[config.mk]
export PLATFORM = sky130hd
export DESIGN_NAME = rvPredecodeTop
export DESIGN_NICKNAME = d
export VERILOG_FILES = /design/src/logic/rvPredecodePkg.sv /design/src/logic/rvClassDecode.sv /design/src/logic/predecodePipe.sv /design/src/logic/predecodeCsr.sv /design/src/logic/rvPredecodeTop.sv
export VERILOG_INCLUDE_DIRS = /design/src /design/src/logic
export SDC_FILE = /design/constraint.sdc
export NUM_CORES = 1
export LEC_CHECK = 0
export ABC_AREA = 1
export BUFFER_PORTS_ARGS = -buffer_cell sky130_fd_sc_hd__buf_4
export CAP_MARGIN = 30
export CORE_MARGIN = 8
export CORE_UTILIZATION = 49
export DETAILED_ROUTE_END_ITERATION = 16
export PLACE_DENSITY = 0.66
export SYNTH_ARGS = -nofsm -noshare
export SYNTH_HDL_FRONTEND = slang
export SYNTH_HIERARCHICAL = 1
export SYNTH_SLANG_ARGS = --single-unit
[constraint.sdc]
create_clock -name clk -period 4.4 [get_ports clk]
set_input_delay 0.22 -clock clk [delete_from_list [all_inputs] [get_ports clk]]
set_output_delay 0.22 -clock clk [all_outputs]
set_load 0.01 [all_outputs]
[src/logic/rvPredecode_config.svh]
`ifndef RVPD_CONFIG_SVH
`define RVPD_CONFIG_SVH

// ******************************
// Register map
// ******************************
`define CTRL_OFS    8'h00 // Control bits compressedEn, countEn, clear
`define TOTAL_OFS   8'h04 // All accepted results
`define JUMP_OFS    8'h08
`define LOAD_OFS    8'h0C
`define STORE_OFS   8'h10
`define ILLEGAL_OFS 8'h14

// ******************************
// Event counters
// ******************************
`define CNT_W 32

`endif

[src/logic/rvPredecodePkg.sv]
package rvPredecodePkg;

  // ******************************
  // Plain vectors
  // ******************************
  typedef logic [31:0] instrWord_t;
  typedef logic [10:0] classVec_t; // Bit 0 alu up to bit 10 illegal
  typedef logic [4:0]  regAddr_t;
  typedef logic [7:0]  axiAddr_t;
  typedef logic [31:0] axiData_t;

  // ******************************
  // Predecode result and beat
  // ******************************
  typedef struct packed {
    classVec_t cls;
    logic      isLink;
    logic      isRet;
    logic      isCompressed;
  } predecInfo_t;

  typedef struct packed {
    instrWord_t  instr;
    predecInfo_t info;
  } fetchBeat_t;

  // ******************************
  // AXI4-Lite register port
  // ******************************
  typedef struct packed {
    logic       awValid;
    axiAddr_t   awAddr;
    logic       wValid;
    axiData_t   wData;
    logic [3:0] wStrb;
    logic       bReady;
    logic       arValid;
    axiAddr_t   arAddr;
    logic       rReady;
  } axiLiteReq_t;

  typedef struct packed {
    logic       awReady;
    logic       wReady;
    logic       bValid;
    logic [1:0] bResp;
    logic       arReady;
    logic       rValid;
    axiData_t   rData;
    logic [1:0] rResp;
  } axiLiteRsp_t;

endpackage

[src/logic/rvClassDecode.sv]
`timescale 1ns/100ps

module rvClassDecode (
  input  rvPredecodePkg::instrWord_t  instr,
  input  logic                        compressedEn,
  output rvPredecodePkg::predecInfo_t info
);

  function automatic logic isLinkReg(input rvPredecodePkg::regAddr_t r);
    return (r == 5'd1) || (r == 5'd5);
  endfunction

  logic fullWord;
  logic compWord;
  logic q0, q1, q2;
  logic [2:0] cF3;
  logic [4:0] op;
  logic [2:0] funct3;
  logic [6:0] funct7;
  rvPredecodePkg::regAddr_t rdIdx;
  rvPredecodePkg::regAddr_t rs1Idx;
  rvPredecodePkg::regAddr_t rs2C;

  assign fullWord = instr[1:0] == 2'b11;
  assign compWord = !fullWord;
  assign q0 = compressedEn && instr[1:0] == 2'b00;
  assign q1 = compressedEn && instr[1:0] == 2'b01;
  assign q2 = compressedEn && instr[1:0] == 2'b10;
  assign cF3 = instr[15:13];
  assign op = instr[6:2];
  assign funct3 = instr[14:12];
  assign funct7 = instr[31:25];
  assign rdIdx = instr[11:7]; // Also rd/rs1 of the compressed formats
  assign rs1Idx = instr[19:15];
  assign rs2C = instr[6:2];

  // ******************************
  // Compressed quadrant terms
  // ******************************
  logic subAddi4, subLdSt, subLoad, subStore, subFpMem;
  logic subQ1Alu, subQ1Arith, subQ1Jmp, subQ2Slli;
  logic subQ2Misc, subJr, subEbreak, subMvAdd;

  assign subAddi4 = q0 && cF3 == 3'b000 && instr[12:5] != 8'b0;
  assign subLdSt = (q0 || q2) && cF3[1:0] != 2'b00; // Both quadrants share the layout
  assign subLoad = subLdSt && !cF3[2];
  assign subStore = subLdSt && cF3[2];
  assign subFpMem = subLdSt && cF3[1:0] == 2'b01;
  assign subQ1Alu = q1 && !cF3[2];
  assign subQ1Arith = q1 && cF3 == 3'b100;
  assign subQ1Jmp = q1 && (cF3 == 3'b101 || cF3[2:1] == 2'b11);
  assign subQ2Slli = q2 && cF3 == 3'b000;
  assign subQ2Misc = q2 && cF3 == 3'b100;
  assign subJr = subQ2Misc && rs2C == 5'b0 && rdIdx != 5'b0; // c.jr or c.jalr
  assign subEbreak = subQ2Misc && rs2C == 5'b0 && rdIdx == 5'b0 && instr[12];
  assign subMvAdd = subQ2Misc && rs2C != 5'b0;

  // ******************************
  // Full opcode terms
  // ******************************
  logic isLoad, isStore, isIntOp, isRegOp, isUpper;
  logic isBranch, isJal, isJalr, isSys, isFpu;
  logic fullMul, fullShift, fullAlu;

  assign isLoad = fullWord && op[4:1] == 4'b0000;
  assign isStore = fullWord && op[4:1] == 4'b0100;
  assign isIntOp = fullWord && !op[4] && op[2] && !op[0]; // OP-IMM, OP-IMM-32, OP, OP-32
  assign isRegOp = isIntOp && op[3];
  assign isUpper = fullWord && !op[4] && op[2:0] == 3'b101;
  assign isBranch = fullWord && op == 5'b11000;
  assign isJal = fullWord && op == 5'b11011;
  assign isJalr = fullWord && op == 5'b11001;
  assign isSys = fullWord && op == 5'b11100;
  assign isFpu = fullWord && (op == 5'b10100 || op[4:2] == 3'b100);

  assign fullMul = isRegOp && funct7 == 7'b0000001; // MULH shares funct3 with shifts
  assign fullShift = isIntOp && funct3[1:0] == 2'b01 && !fullMul;
  assign fullAlu = (isIntOp && !fullShift && !fullMul) || isUpper;

  // ******************************
  // Class bits and hints
  // ******************************
  logic clsAlu, clsShift, clsMul, clsLoad, clsStore, clsFpMem;
  logic clsFpu, clsJump, clsIndir, clsSys, clsIllegal;

  assign clsAlu = |{subAddi4, subQ1Alu, subQ1Arith && instr[11], subMvAdd, fullAlu};
  assign clsShift = |{subQ1Arith && !instr[11], subQ2Slli, fullShift};
  assign clsMul = fullMul;
  assign clsLoad = |{subLoad, isLoad};
  assign clsStore = |{subStore, isStore};
  assign clsFpMem = |{subFpMem, (isLoad || isStore) && op[0]};
  assign clsFpu = isFpu;
  assign clsJump = |{subQ1Jmp, subJr, isBranch, isJal, isJalr};
  assign clsIndir = |{subJr, isJalr};
  assign clsSys = |{subEbreak, isSys};
  assign clsIllegal = !(|{clsAlu, clsShift, clsMul, clsLoad, clsStore, clsFpu, clsJump, clsSys})
                      || (compWord && !compressedEn);

  always_comb begin
    info.cls = {clsIllegal, clsSys, clsIndir, clsJump, clsFpu, clsFpMem,
                clsStore, clsLoad, clsMul, clsShift, clsAlu};
    info.isLink = ((isJal || isJalr) && isLinkReg(rdIdx)) || (subJr && instr[12]);
    info.isRet = (isJalr && rdIdx == 5'b0 && isLinkReg(rs1Idx))
                 || (subJr && !instr[12] && isLinkReg(rdIdx));
    info.isCompressed = compWord;
  end

endmodule

[src/logic/predecodePipe.sv]
`timescale 1ns/100ps

module predecodePipe (
  input  logic                       clk,
  input  logic                       rstN,
  input  logic                       inValid,
  output logic                       inReady,
  input  rvPredecodePkg::fetchBeat_t inBeat,
  output logic                       outValid,
  input  logic                       outReady,
  output rvPredecodePkg::fetchBeat_t outBeat,
  output logic                       acceptPulse,
  output rvPredecodePkg::classVec_t  acceptCls
);

  logic                       full;
  rvPredecodePkg::fetchBeat_t beatQ;

  // ******************************
  // Handshake
  // ******************************
  assign inReady = !full || outReady; // Refill in the cycle the beat leaves
  assign outValid = full;
  assign outBeat = beatQ;

  // Output transfer report for the event counters
  assign acceptPulse = full && outReady;
  assign acceptCls = beatQ.info.cls;

  // ******************************
  // Storage
  // ******************************
  always_ff @(posedge clk) begin
    if (!rstN) begin
      full <= 1'b0;
    end else if (inReady) begin
      full <= inValid;
    end
  end

  always_ff @(posedge clk) begin
    if (inValid && inReady) begin
      beatQ <= inBeat; // Held while stalled
    end
  end

endmodule

[src/logic/predecodeCsr.sv]
`timescale 1ns/100ps

`include "rvPredecode_config.svh"

module predecodeCsr (
  input  logic                        clk,
  input  logic                        rstN,
  input  rvPredecodePkg::axiLiteReq_t axiReq,
  output rvPredecodePkg::axiLiteRsp_t axiRsp,
  output logic                        compressedEn,
  input  logic                        acceptPulse,
  input  rvPredecodePkg::classVec_t   acceptCls
);

  logic                     compressedEnQ;
  logic                     countEnQ;
  logic                     bValidQ;
  logic                     rValidQ;
  rvPredecodePkg::axiData_t rDataQ;
  rvPredecodePkg::axiData_t rdMux;
  logic                     wrAccept;
  logic                     rdAccept;
  logic                     ctrlWrite;
  logic                     cntClr;
  logic [4:0]               evHit;
  logic [`CNT_W-1:0]        evCnt [5]; // Total, jump, load, store, illegal

  // ******************************
  // Write channel
  // ******************************
  assign wrAccept = axiReq.awValid && axiReq.wValid && !bValidQ;
  assign ctrlWrite = wrAccept && axiReq.awAddr == `CTRL_OFS && axiReq.wStrb[0];
  assign cntClr = ctrlWrite && axiReq.wData[2];

  always_ff @(posedge clk) begin
    if (!rstN) begin
      compressedEnQ <= 1'b1;
      countEnQ <= 1'b0;
    end else if (ctrlWrite) begin
      compressedEnQ <= axiReq.wData[0];
      countEnQ <= axiReq.wData[1];
    end
  end

  always_ff @(posedge clk) begin
    if (!rstN) begin
      bValidQ <= 1'b0;
    end else if (wrAccept) begin
      bValidQ <= 1'b1;
    end else if (axiReq.bReady) begin
      bValidQ <= 1'b0;
    end
  end

  // ******************************
  // Event counters
  // ******************************
  // Class bits 7 jump, 3 load, 4 store, 10 illegal
  assign evHit = {acceptCls[10], acceptCls[4], acceptCls[3], acceptCls[7], 1'b1};

  always_ff @(posedge clk) begin
    for (int i = 0; i < 5; i++) begin
      if (!rstN || cntClr) begin
        evCnt[i] <= '0; // Clear wins over a same-cycle transfer
      end else if (countEnQ && acceptPulse && evHit[i]) begin
        evCnt[i] <= evCnt[i] + 1'b1;
      end
    end
  end

  // ******************************
  // Read channel
  // ******************************
  always_comb begin
    rdMux = '0;
    case (axiReq.arAddr)
      `CTRL_OFS:    rdMux = rvPredecodePkg::axiData_t'({countEnQ, compressedEnQ});
      `TOTAL_OFS:   rdMux = rvPredecodePkg::axiData_t'(evCnt[0]);
      `JUMP_OFS:    rdMux = rvPredecodePkg::axiData_t'(evCnt[1]);
      `LOAD_OFS:    rdMux = rvPredecodePkg::axiData_t'(evCnt[2]);
      `STORE_OFS:   rdMux = rvPredecodePkg::axiData_t'(evCnt[3]);
      `ILLEGAL_OFS: rdMux = rvPredecodePkg::axiData_t'(evCnt[4]);
      default:      rdMux = '0; // Unmapped reads as zero
    endcase
  end

  assign rdAccept = axiReq.arValid && !rValidQ;

  always_ff @(posedge clk) begin
    if (!rstN) begin
      rValidQ <= 1'b0;
    end else if (rdAccept) begin
      rValidQ <= 1'b1;
    end else if (axiReq.rReady) begin
      rValidQ <= 1'b0;
    end
  end

  always_ff @(posedge clk) begin
    if (rdAccept) begin
      rDataQ <= rdMux;
    end
  end

  always_comb begin
    axiRsp.awReady = wrAccept;
    axiRsp.wReady = wrAccept;
    axiRsp.bValid = bValidQ;
    axiRsp.bResp = 2'b00; // OKAY
    axiRsp.arReady = !rValidQ;
    axiRsp.rValid = rValidQ;
    axiRsp.rData = rDataQ;
    axiRsp.rResp = 2'b00;
  end

  assign compressedEn = compressedEnQ;

endmodule

[src/logic/rvPredecodeTop.sv]
`timescale 1ns/100ps

module rvPredecodeTop (
  input  logic                        clk,
  input  logic                        rstN,
  input  logic                        inValid,
  output logic                        inReady,
  input  rvPredecodePkg::instrWord_t  inInstr,
  output logic                        outValid,
  input  logic                        outReady,
  output rvPredecodePkg::fetchBeat_t  outBeat,
  input  rvPredecodePkg::axiLiteReq_t axiReq,
  output rvPredecodePkg::axiLiteRsp_t axiRsp
);

  rvPredecodePkg::predecInfo_t decInfo;
  rvPredecodePkg::fetchBeat_t  inBeat;
  rvPredecodePkg::classVec_t   acceptCls;
  logic                        acceptPulse;
  logic                        compressedEn;

  assign inBeat = '{instr: inInstr, info: decInfo};

  // ******************************
  // Datapath
  // ******************************
  rvClassDecode u_rvClassDecode (
    .instr        (inInstr),
    .compressedEn (compressedEn),
    .info         (decInfo)
  );

  predecodePipe u_predecodePipe (
    .clk         (clk),
    .rstN        (rstN),
    .inValid     (inValid),
    .inReady     (inReady),
    .inBeat      (inBeat),
    .outValid    (outValid),
    .outReady    (outReady),
    .outBeat     (outBeat),
    .acceptPulse (acceptPulse),
    .acceptCls   (acceptCls)
  );

  // ******************************
  // Register block
  // ******************************
  predecodeCsr u_predecodeCsr (
    .clk          (clk),
    .rstN         (rstN),
    .axiReq       (axiReq),
    .axiRsp       (axiRsp),
    .compressedEn (compressedEn),
    .acceptPulse  (acceptPulse),
    .acceptCls    (acceptCls)
  );

endmodule

# --- Word level (Yosys, flattened, before mapping) ---
# Memories as Yosys holds them, arrays and structs flattened.
# Cells that the tools add are included.
totals:
  elab_cells: 183
  memories: 1
  reg_bits: 83
  mem_bits_rw: 160
op_classes:
  n_reduce_logical: 108
  muxes: 27
  add_sub_neg: 5
  n_eq_ne: 26
  bitwise: 5
memory_table:
  columns: ["memory", "words", "width", "read_ports", "rd_ports_with_merged_regs", "wr", "line_no", "rtl"]
  rows:
  - ["u_predecodeCsr.evCnt", 5, 32, 5, 0, 5, "predecodeCsr.sv:26", "logic [`CNT_W-1:0] evCnt [5];"]
op_table:
  columns: ["operator", "count"]
  rows:
  - ["one-hot mux 32 bit (6 select lines)", 1]
  - ["adder 32 x 1 -> 32 bit, second input constant", 5]
  - ["two-way mux 32 bit", 5]
  - ["logical AND 1 bit", 59]
  - ["== test 5 bit, second input constant", 5]
  - ["two-way mux 1 bit", 21]
  - ["OR reduction 21 bit", 1]
  - ["== test 8 x 4 -> 1 bit, second input constant", 2]
  - ["== test 8 x 5 -> 1 bit, second input constant", 2]
  - ["zero test 8 bit", 2]
  - ["zero test 1 bit", 14]
  - ["logical OR 1 bit", 13]
  - ["== test 3 bit, second input constant", 4]
  - ["== test 5 x 1 -> 1 bit, second input constant", 2]
  - ["== test 5 x 3 -> 1 bit, second input constant", 2]
  - ["zero test 5 bit", 2]
  - ["nonzero test 5 bit", 2]
  - ["OR reduction 2 bit", 5]
  - ["OR reduction 5 bit", 2]
  - ["== test 8 x 3 -> 1 bit, second input constant", 1]
  - ["nonzero test 8 bit", 1]
  - ["== test 7 x 1 -> 1 bit, second input constant", 1]
  - ["== test 2 x 1 -> 1 bit, second input constant", 3]
  - ["== test 2 bit, second input constant", 3]
  - ["7 further kinds", 13]

# --- Logic depth before layout (Yosys ltp) ---
# Gate-level depths: netlist of the first run.
depth:
  word_depth: 15
  ltp_mapped: 11
  depth_no_buf: 10

# --- Cells and area by module ---
# Netlist of the first run, hierarchy kept.
by_module_without_submodules:
  columns: ["module", "cells_per_inst", "area_per_inst_um2", "instances"]
  rows:
  - ["predecodeCsr", 1797, 12947.4, 1]
  - ["predecodePipe", 66, 1522.7, 1]
  - ["rvClassDecode", 139, 645.6, 1]

# --- Least setup slack after synthesis of the first run ---
# Ideal clock, no wire load.
synth_path:
  kind: "register to register"
  startpoint: "register u_predecodePipe.full (netlist: u_predecodePipe/outValid)"
  endpoint: "register u_predecodePipe.beatQ, in the netlist u_predecodePipe/acceptCls[0], enable pin"
  n_path_buf: 0
  path_stages_with_launch: 2
  slack_ns: 1.286
  period_less_slack_ns: 3.114
  arrival_time_ns: 2.649
  setup_time_ns: 0.465
  path_cell_list: "dfxtp_1 -> a21oi_1"
synth_via:
  elab_chain_cells: 3
synth_lines:
  columns: ["element", "line_no", "rtl"]
  rows:
  - ["start, declared", "predecodePipe.sv:16", "logic full;"]
  - ["start signal, assigned", "predecodePipe.sv:37", "full <= inValid;"]
  - ["zero test 1 bit", "predecodePipe.sv:22", "assign inReady = !full || outReady;"]
  - ["logical OR 1 bit", "predecodePipe.sv:22", null]
  - ["logical AND 1 bit", "predecodePipe.sv:42", "if (inValid && inReady) begin"]
  - ["end signal, assigned", "predecodePipe.sv:43", "beatQ <= inBeat;"]
  - ["end, declared", "predecodePipe.sv:17", "rvPredecodePkg::fetchBeat_t beatQ;"]
# No other way between the ends.
# A chain may end at the register's enable or synchronous reset.

==> results of run 1 <==
## cell families after synthesis
logic type / synth area share [%]
AND/OR/NAND/NOR: 35.36
XOR/XNOR: 2.955
AO/OA/AOI/OAI: 4.420
flip-flops: 47.94
adder cells (fa/ha/maj): 0.4139
buffers and inverters: 8.882
other: 0.02481
## area by class of cell
class / count / area [um2] / area share, %
Multi-Input combinational cell: 1479 / 6568 / 37.46
Clock buffer: 41 / 810.8 / 4.625
Inverter: 211 / 792.0 / 4.518
Sequential cell: 243 / 7247 / 41.34
Timing Repair Buffer: 195 / 1562 / 8.907
Clock inverter: 8 / 57.56 / 0.3283
Tap cell: 396 / 495.5 / 2.826
## cells in the final DEF, fill, tap and decap left out, drive strengths merged, types with 6 or more instances in the layout
cell type,netlist,final
a21oi,81,81
buf,68,156
clkbuf,4,41
clkinv,0,7
dlygate4sd3,0,39
edfxtp,238,238
inv,211,211
nand2,603,603
nand3,200,200
nand3b,16,16
nor2,454,454
nor3,6,6
o21ai,37,37
o21bai,7,7
or2,9,9
xnor2,24,24
xor2,27,27
## power groups by stage
| stage | clock [mW] | combinational (mW) | sequential (mW) |
|---|---|---|---|
| 2_1_floorplan | 0 | 0.190 | 2.77 |
| 3_3_place_gp | 0 | 0.366 | 2.78 |
| 3_5_place_dp | 0 | 0.370 | 2.78 |
| 4_1_cts | 2.28 | 0.400 | 2.74 |
| 5_1_grt | 2.36 | 0.437 | 2.75 |
| 6_report | 2.24 | 0.399 | 2.74 |
## Yosys cell counts, types with 2 or more instances
| cell type | instances | area [um2] |
|---|---|---|
| clkbuf_1 | 4 | 15.01 |
| buf_4 | 33 | 247.7 |
| nand3_4 | 6 | 105.1 |
| nor2_2 | 9 | 56.30 |
| dfxtp_1 | 5 | 100.1 |
| nor2_1 | 444 | 1667 |
| nand3b_1 | 16 | 120.1 |
| nor3_1 | 4 | 20.02 |
| buf_2 | 17 | 85.08 |
| o21ai_0 | 18 | 90.09 |
| nand2_1 | 597 | 2241 |
| nand2_2 | 6 | 37.54 |
| xnor2_1 | 24 | 210.2 |
| inv_2 | 4 | 15.01 |
| xor2_1 | 27 | 236.5 |
| nand3_2 | 3 | 30.03 |
| o21ai_1 | 19 | 95.09 |
| buf_6 | 18 | 202.7 |
| or2_2 | 8 | 50.05 |
| o21bai_1 | 7 | 52.55 |
| nand3_1 | 191 | 955.9 |
| a21oi_1 | 80 | 400.4 |
| inv_1 | 207 | 777.0 |
| edfxtp_1 | 238 | 7147 |
| ha_1 | 5 | 62.56 |
| nand4_1 | 2 | 12.51 |
## flip-flops by register name (all words and copies together), names as in the netlist, 11 cells and up
| name | flops |
|---|---|
| u_predecodePipe/outBeat | 35 |
| u_predecodeCsr/evCnt | 160 |
| u_predecodeCsr/rDataQ | 32 |
| u_predecodePipe/acceptCls | 11 |
## worst max path at each step
stage	endpoint	slack, ns
after detailed placement	u_predecodeCsr/rDataQ[1]$_DFFE_PP_	2.20
after floorplan	u_predecodePipe/acceptCls[0]$_DFFE_PP_	1.29
after CTS	u_predecodeCsr/evCnt[4][26]$_SDFFCE_PN0P_	2.28
after global placement	u_predecodeCsr/rDataQ[1]$_DFFE_PP_	2.24
final	u_predecodeCsr/evCnt[4][14]$_SDFFCE_PN0P_	2.18
after global routing	u_predecodeCsr/evCnt[4][26]$_SDFFCE_PN0P_	2.06
## per-stage QoR
stage | std cells | total power [mW] | utilization [%] | hold slack [ns] | cell area (um2)
3_5_place_dp | 2485 | 3.155 | 53.34 | 0.4000 | 16270
6_report | 2573 | 5.383 | 57.46 | 0.04249 | 17530
2_1_floorplan | 2005 | 2.957 | - | 0.3189 | 15130
3_3_place_gp | 2485 | 3.147 | 53.34 | 0.3986 | 16270
4_1_cts | 2573 | 5.421 | 57.46 | 0.01542 | 17530
5_1_grt | 2573 | 5.546 | 57.46 | 0.04989 | 17530
## metal layers
layer / vias to the layer above / share of wire, % / track usage, % / routed length, um
met4: 0 / 3.9 / 8.733 / 1786
li1: 6701 / - / - / -
met3: 86 / 5.9 / 3.558 / 2702
met2: 444 / 48 / 41.07 / 21660
met5: - / 0 / 0 / 0
met1: 6393 / 43 / 31.22 / 19380
## critical path, stage by stage (launching register included)
cell,delay [ns]
edfxtp_1,0.55
ha_1,0.27
nand2_1,0.07
nor2_1,0.23
nand2_1,0.18
nor2_1,0.38
xor2_1,0.21
nor2_1,0.06
==> metrics.md, run 1 <==
| Metric | Value |
|---|---|
| Status | `completed` |
| Placer Congestion | `0.9316` |
| Unrepaired setup endpoints after global routing | `no` |
| Fraction of registers with async set/reset | `0%` |
| Min-Delay Path Depth | `3` |
| Startpoint type of the worst setup path | `flop` |
| Rel. slew slack | `51.04%` |
| Iter 0 DRT Violations | `1,291` |
| Clk pwr share | `41.7%` |
| Hold Fails Final Rpt | `0` |
| Die W | `191.6 um` |
| Endpoint, Worst Hold | `u_predecodeCsr/bValidQ$_SDFFE_PN0P_` |
| Row cnt | `64` |
| Max Freq | `0.4503 GHz` |
| Number of global-route vias before repair | `13,040` |
| Initial Util | `49.54%` |
| Critical Path Sink Type | `flop` |
| Syn Inst Count | `2,002` |
| Period utilization | `50.47%` |
| H-Tree Depth | `1` |
| Min-delay src | `axiReq[47]` |
| Post-Route WL | `45,540 um` |
| Post-CTS Setup Bufs | `0` |
| Initial antenna violation count | `0` |
| Post-route ant nets | `0` |
| Largest net degree at the start of global routing | `57` |
| Nets | `2,256` |
| Final setup TNS | `0 ns` |
| R2R Path End | `u_predecodeCsr/evCnt[4][14]$_SDFFCE_PN0P_` |
| First-pass GRT wire length | `70,170 um` |
| Worst-Margin Slew | `0.7317 ns` |
| Layout Skew | `0.01282 ns` |
| Gr ovfl total | `0` |
| Place WS | `2.199 ns` |
| Crit path kind | `reg2reg` |
| Clock latency on the worst-skew pair | `0.55 ns` |
| Start of the worst register-to-register path | `u_predecodeCsr/evCnt[4][0]$_SDFFCE_PN0P_` |
| Crit Path Max Fanout | `6` |
| Sw frac | `23.41%` |
| Core Region | `0.03051 mm2` |
| Total global-route track usage | `24.24%` |
| Arr. time, crit path | `2.51 ns` |
| Synth warnings | `6` |
| Netlist Area Pre-Place | `0.01512 mm2` |
| Combinational power share | `7.4%` |
| Die extent in y | `191.6 um` |
| CTS root buffer | `clkbuf_16` |
| Sequential Power Share | `50.9%` |
| Clock Pin Slew Worst Setup and Hold Paths | `0.06 ns` |
| Yosys reg bits | `243` |
| Final worst setup slack | `2.179 ns` |
| Die Area | `0.03672 mm2` |
| Post-DR wirelength/cell | `17.70 um` |
| Sequential area share after synthesis | `47.94%` |
| Type of the most critical hold path | `in2reg` |
| Max-slew violation count | `0` |
| IO Count | `182` |
| Pwr/cell area | `307.0 mW/mm2` |
| CTS Hold Buffers Added | `39` |
| Switching power total | `1.260 mW` |
| Vias | `13,620` |
| Area Overhead vs Synth | `15.98%` |
| Reg2Reg Depth | `7` |
| Num CTS Buffers | `28` |
| PortBufs | `145` |
| DRC | `0` |
| Final setup viols | `0` |
| Vias/cell | `5.295` |
| Critical Path Start | `u_predecodeCsr/evCnt[4][0]$_SDFFCE_PN0P_` |
| Leakage | `6.856 nW` |
| Slack of the worst reg-to-reg path | `2.18 ns` |
| Peak supply drop | `0.0003239 V` |
| Layout cell share with drive strength beyond 1 | `10.75%` |
| CTS sink count | `243` |
| Number of synthesized flops with an enable pin | `238` |
| PostCTS Resize Cnt | `0` |
| # diodes | `0` |
| Req. time, crit path | `4.68 ns` |
| Syn Area/Cell | `7.550 um2` |
| CTS tree | `built` |
| DP HPWL | `34,390 um` |
| Drt first pass iters | `5` |
| Clk buf depth | `3` |
| Layout fillers | `2,822` |
| Internal Power | `4.123 mW` |
| Primary FF master, synth | `edfxtp_1` |
| Fin crit period | `2.221 ns` |
| Cell variety after synth | `36` |
| Max Cap Violations | `0` |
(Power assumes the default switching activity.)
==> inputs of run 2 (changes only) <==
--- a/config.mk
+++ b/config.mk
@@ -6,13 +6,13 @@
 export SDC_FILE = /design/constraint.sdc
 export NUM_CORES = 1
 export LEC_CHECK = 0
-export ABC_AREA = 1
+export ABC_AREA = 0
 export BUFFER_PORTS_ARGS = -buffer_cell sky130_fd_sc_hd__buf_4
 export CAP_MARGIN = 30
 export CORE_MARGIN = 8
 export CORE_UTILIZATION = 49
 export DETAILED_ROUTE_END_ITERATION = 16
-export PLACE_DENSITY = 0.66
+export PLACE_DENSITY = 0.67
 export SYNTH_ARGS = -nofsm -noshare
 export SYNTH_HDL_FRONTEND = slang
 export SYNTH_HIERARCHICAL = 1
==> constraint.sdc (replaced) <==
create_clock -name clk -period 2.3 [get_ports clk]
set_input_delay 0.115 -clock clk [delete_from_list [all_inputs] [get_ports clk]]
set_output_delay 0.115 -clock clk [all_outputs]
set_load 0.01 [all_outputs]
==> run 2 against run 1 <==
Net effect:
- fmax is 6.9% higher
- clock power is 92% higher
- synthesized cell count is 41% lower
- design area is 8.7% lower
- combinational power is 95% higher
- clock skew is 0.0016 ns higher
- non-clock buffer count is 40 higher
- worst setup slack worse by 2.0 ns
- wire length is 27% lower
- critical path type unchanged
- critical endpoint is now u_predecodeCsr/evCnt[2][25]$_SDFFCE_PN0P_
==> metrics.md, run 2 <==
| Metric | Value |
|---|---|
| Reg2Reg Depth | `6` |
| Post-route ant nets | `0` |
| Peak supply drop | `0.0005037 V` |
| Post-CTS Setup Bufs | `0` |
| Largest net degree at the start of global routing | `47` |
| Layout cell share with drive strength beyond 1 | `19.84%` |
| Sequential area share after synthesis | `54.94%` |
| Leakage | `5.945 nW` |
| Max-slew violation count | `0` |
| Gr ovfl total | `0` |
| Total global-route track usage | `20.16%` |
| CTS sink count | `243` |
| Min-Delay Path Depth | `4` |
| Synth warnings | `6` |
| Max Freq | `0.4816 GHz` |
| First-pass GRT wire length | `53,230 um` |
| Initial antenna violation count | `0` |
| Unrepaired setup endpoints after global routing | `no` |
| Iter 0 DRT Violations | `661` |
| Power, Total | `10.31 mW` |
| Die W | `180.1 um` |
| Most frequent cells in the layout | `edfxtp_1 (238), nor2_1 (185), buf_4 (181), xor2_1 (104), nand3_1 (75)` |
| Placer Congestion | `0.8637` |
| Place WS | `0.007262 ns` |
| Sequential cell area | `0.007247 mm2` |
| PortBufs | `145` |
| Crit path kind | `reg2reg` |
| Rel. slew slack | `48.07%` |
| Synth cell count leaders | `edfxtp_1 (238), nor2_1 (185), xor2_1 (104), nand3_1 (75), nand2_1 (67)` |
| Count leader, synth | `edfxtp_1` |
| CTS root buffer | `clkbuf_16` |
| Share of the synthesized area in the top cell type | `54.18%` |
| Yosys reg bits | `243` |
| Clk buf depth | `3` |
| WHS | `0.05978 ns` |
| Area of the multi-input gates | `0.005360 mm2` |
| Status | `completed` |
| Initial Util | `49.36%` |
| CTS tree | `built` |
| Post-route cell area | `0.01600 mm2` |
| CTS Hold Buffers Added | `42` |
| Max reg flops | `160` |
| Arr. time, crit path | `2.37 ns` |
| Post-DR wirelength/cell | `19.23 um` |
| Fin crit period | `2.076 ns` |
| Post-placement cell count | `1,643` |
| Req. time, crit path | `2.59 ns` |
| Crit Path Max Fanout | `26` |
| Worst-Margin Slew | `0.7774 ns` |
| Fraction of registers with async set/reset | `0%` |
| Type of the most critical hold path | `in2reg` |
| Clock Pin Slew Worst Setup and Hold Paths | `0.06 ns` |
| Netlist Area Pre-Place | `0.01319 mm2` |
| Max Cap Violations | `0` |
| Die Area | `0.03243 mm2` |
| Vias | `9,757` |
| Critical Path Sink Type | `flop` |
| Nets | `1,472` |
| Most flops, register | `u_predecodeCsr/evCnt` |
| Layout Skew | `0.01445 ns` |
| DRC | `0` |
| Final worst setup slack | `0.2235 ns` |
| DP Area | `0.01470 mm2` |
| PostCTS Resize Cnt | `0` |
| Syn Inst Count | `1,185` |
| Largest cells by area after synthesis | `edfxtp_1 (54%), xor2_1 (6.9%), nor2_1 (5.3%)` |
| Period utilization | `90.28%` |
| Hold Fails Final Rpt | `0` |
| Commonest non-fill, non-tap cell in the layout | `edfxtp_1` |
| Finished Layout Cells | `1,737` |
| # diodes | `0` |
| Row cnt | `60` |
| Core Region | `0.02673 mm2` |
| Syn Area/Cell | `11.13 um2` |
| Startpoint type of the worst setup path | `flop` |
| Post-Route WL | `33,400 um` |
| Drt first pass iters | `5` |
| Layout fillers | `2,199` |
| Final setup viols | `0` |
| Cell variety after synth | `70` |
| Final setup TNS | `0 ns` |
| Num CTS Buffers | `28` |
| Die extent in y | `180.1 um` |
| DP HPWL | `24,090 um` |
| Primary FF master, synth | `edfxtp_1` |
| Pwr/cell area | `644.1 mW/mm2` |
| Number of global-route vias before repair | `9,781` |
| Number of synthesized flops with an enable pin | `238` |
| Area Overhead vs Synth | `21.30%` |
| H-Tree Depth | `1` |
| Yosys top cell by area | `edfxtp_1` |
| Clock latency on the worst-skew pair | `0.54 ns` |
| IO Count | `182` |
| Vias/cell | `5.617` |
| Core Util, Final | `59.87%` |
-- run 2: power by group --
group          internal (mW)  switching [mW]
sequential              5.05           0.171
combinational          0.378           0.401
clock                   2.56            1.75
-- run 2: worst max-delay path: stages (launching register included) --
cell and delay, ns:
dfxtp_1 0.33, nand3b_1 0.20, or4_4 0.58, and3_1 0.33
nand2_4 0.14, buf_12 0.17, nor2_1 0.07
-- run 2: cell families (layout without fill, tap and decap cells) --
logic type / after synthesis / in the layout / synth area share [%]
buffers and inverters: 96 / 304 / 4.610
and+or+nand+nor: 524 / 524 / 20.54
xor gates and xnor gates: 140 / 140 / 9.295
DFF: 243 / 243 / 54.94
muxes: 55 / 55 / 4.202
adders and majority gates: 5 / 5 / 0.4742
other: 1 / 4 / 0.02843
AOI/OAI and AO/OA: 121 / 121 / 5.909
-- run 2: path summary, 6_finish.rpt --
check | slack [ns] | endpoint | startpoint
worst max-delay path | 0.22 | u_predecodeCsr/evCnt[2][25]$_SDFFCE_PN0P_ | u_predecodeCsr/bValidQ$_SDFFE_PN0P_
worst min-delay path | 0.06 | u_predecodeCsr/rDataQ[1]$_DFFE_PP_ | axiReq[2]
worst max register to register | 0.22 | u_predecodeCsr/evCnt[2][25]$_SDFFCE_PN0P_ | u_predecodeCsr/bValidQ$_SDFFE_PN0P_
worst min register to register | 0.60 | u_predecodeCsr/rDataQ[23]$_DFFE_PP_ | u_predecodeCsr/evCnt[3][23]$_SDFFCE_PN0P_
-- run 2: cell type report --
class	count	share of cell area (%)
sequential	243	45.29
timing repair buffer	235	12.62
inverter	17	0.3988
clock inverter	12	0.6725
multi-input combinational	849	33.50
clock buffer	40	4.856
tap	341	2.666
-- run 2: layer usage --
layer | routed length [um] | track usage (%) | up-vias
met4 | 884 | 5.456 | 0
li1 | - | - | 4695
met1 | 13840 | 25.15 | 4657
met3 | 2782 | 5.383 | 49
met2 | 15900 | 34.19 | 356
met5 | 0 | 0 | -
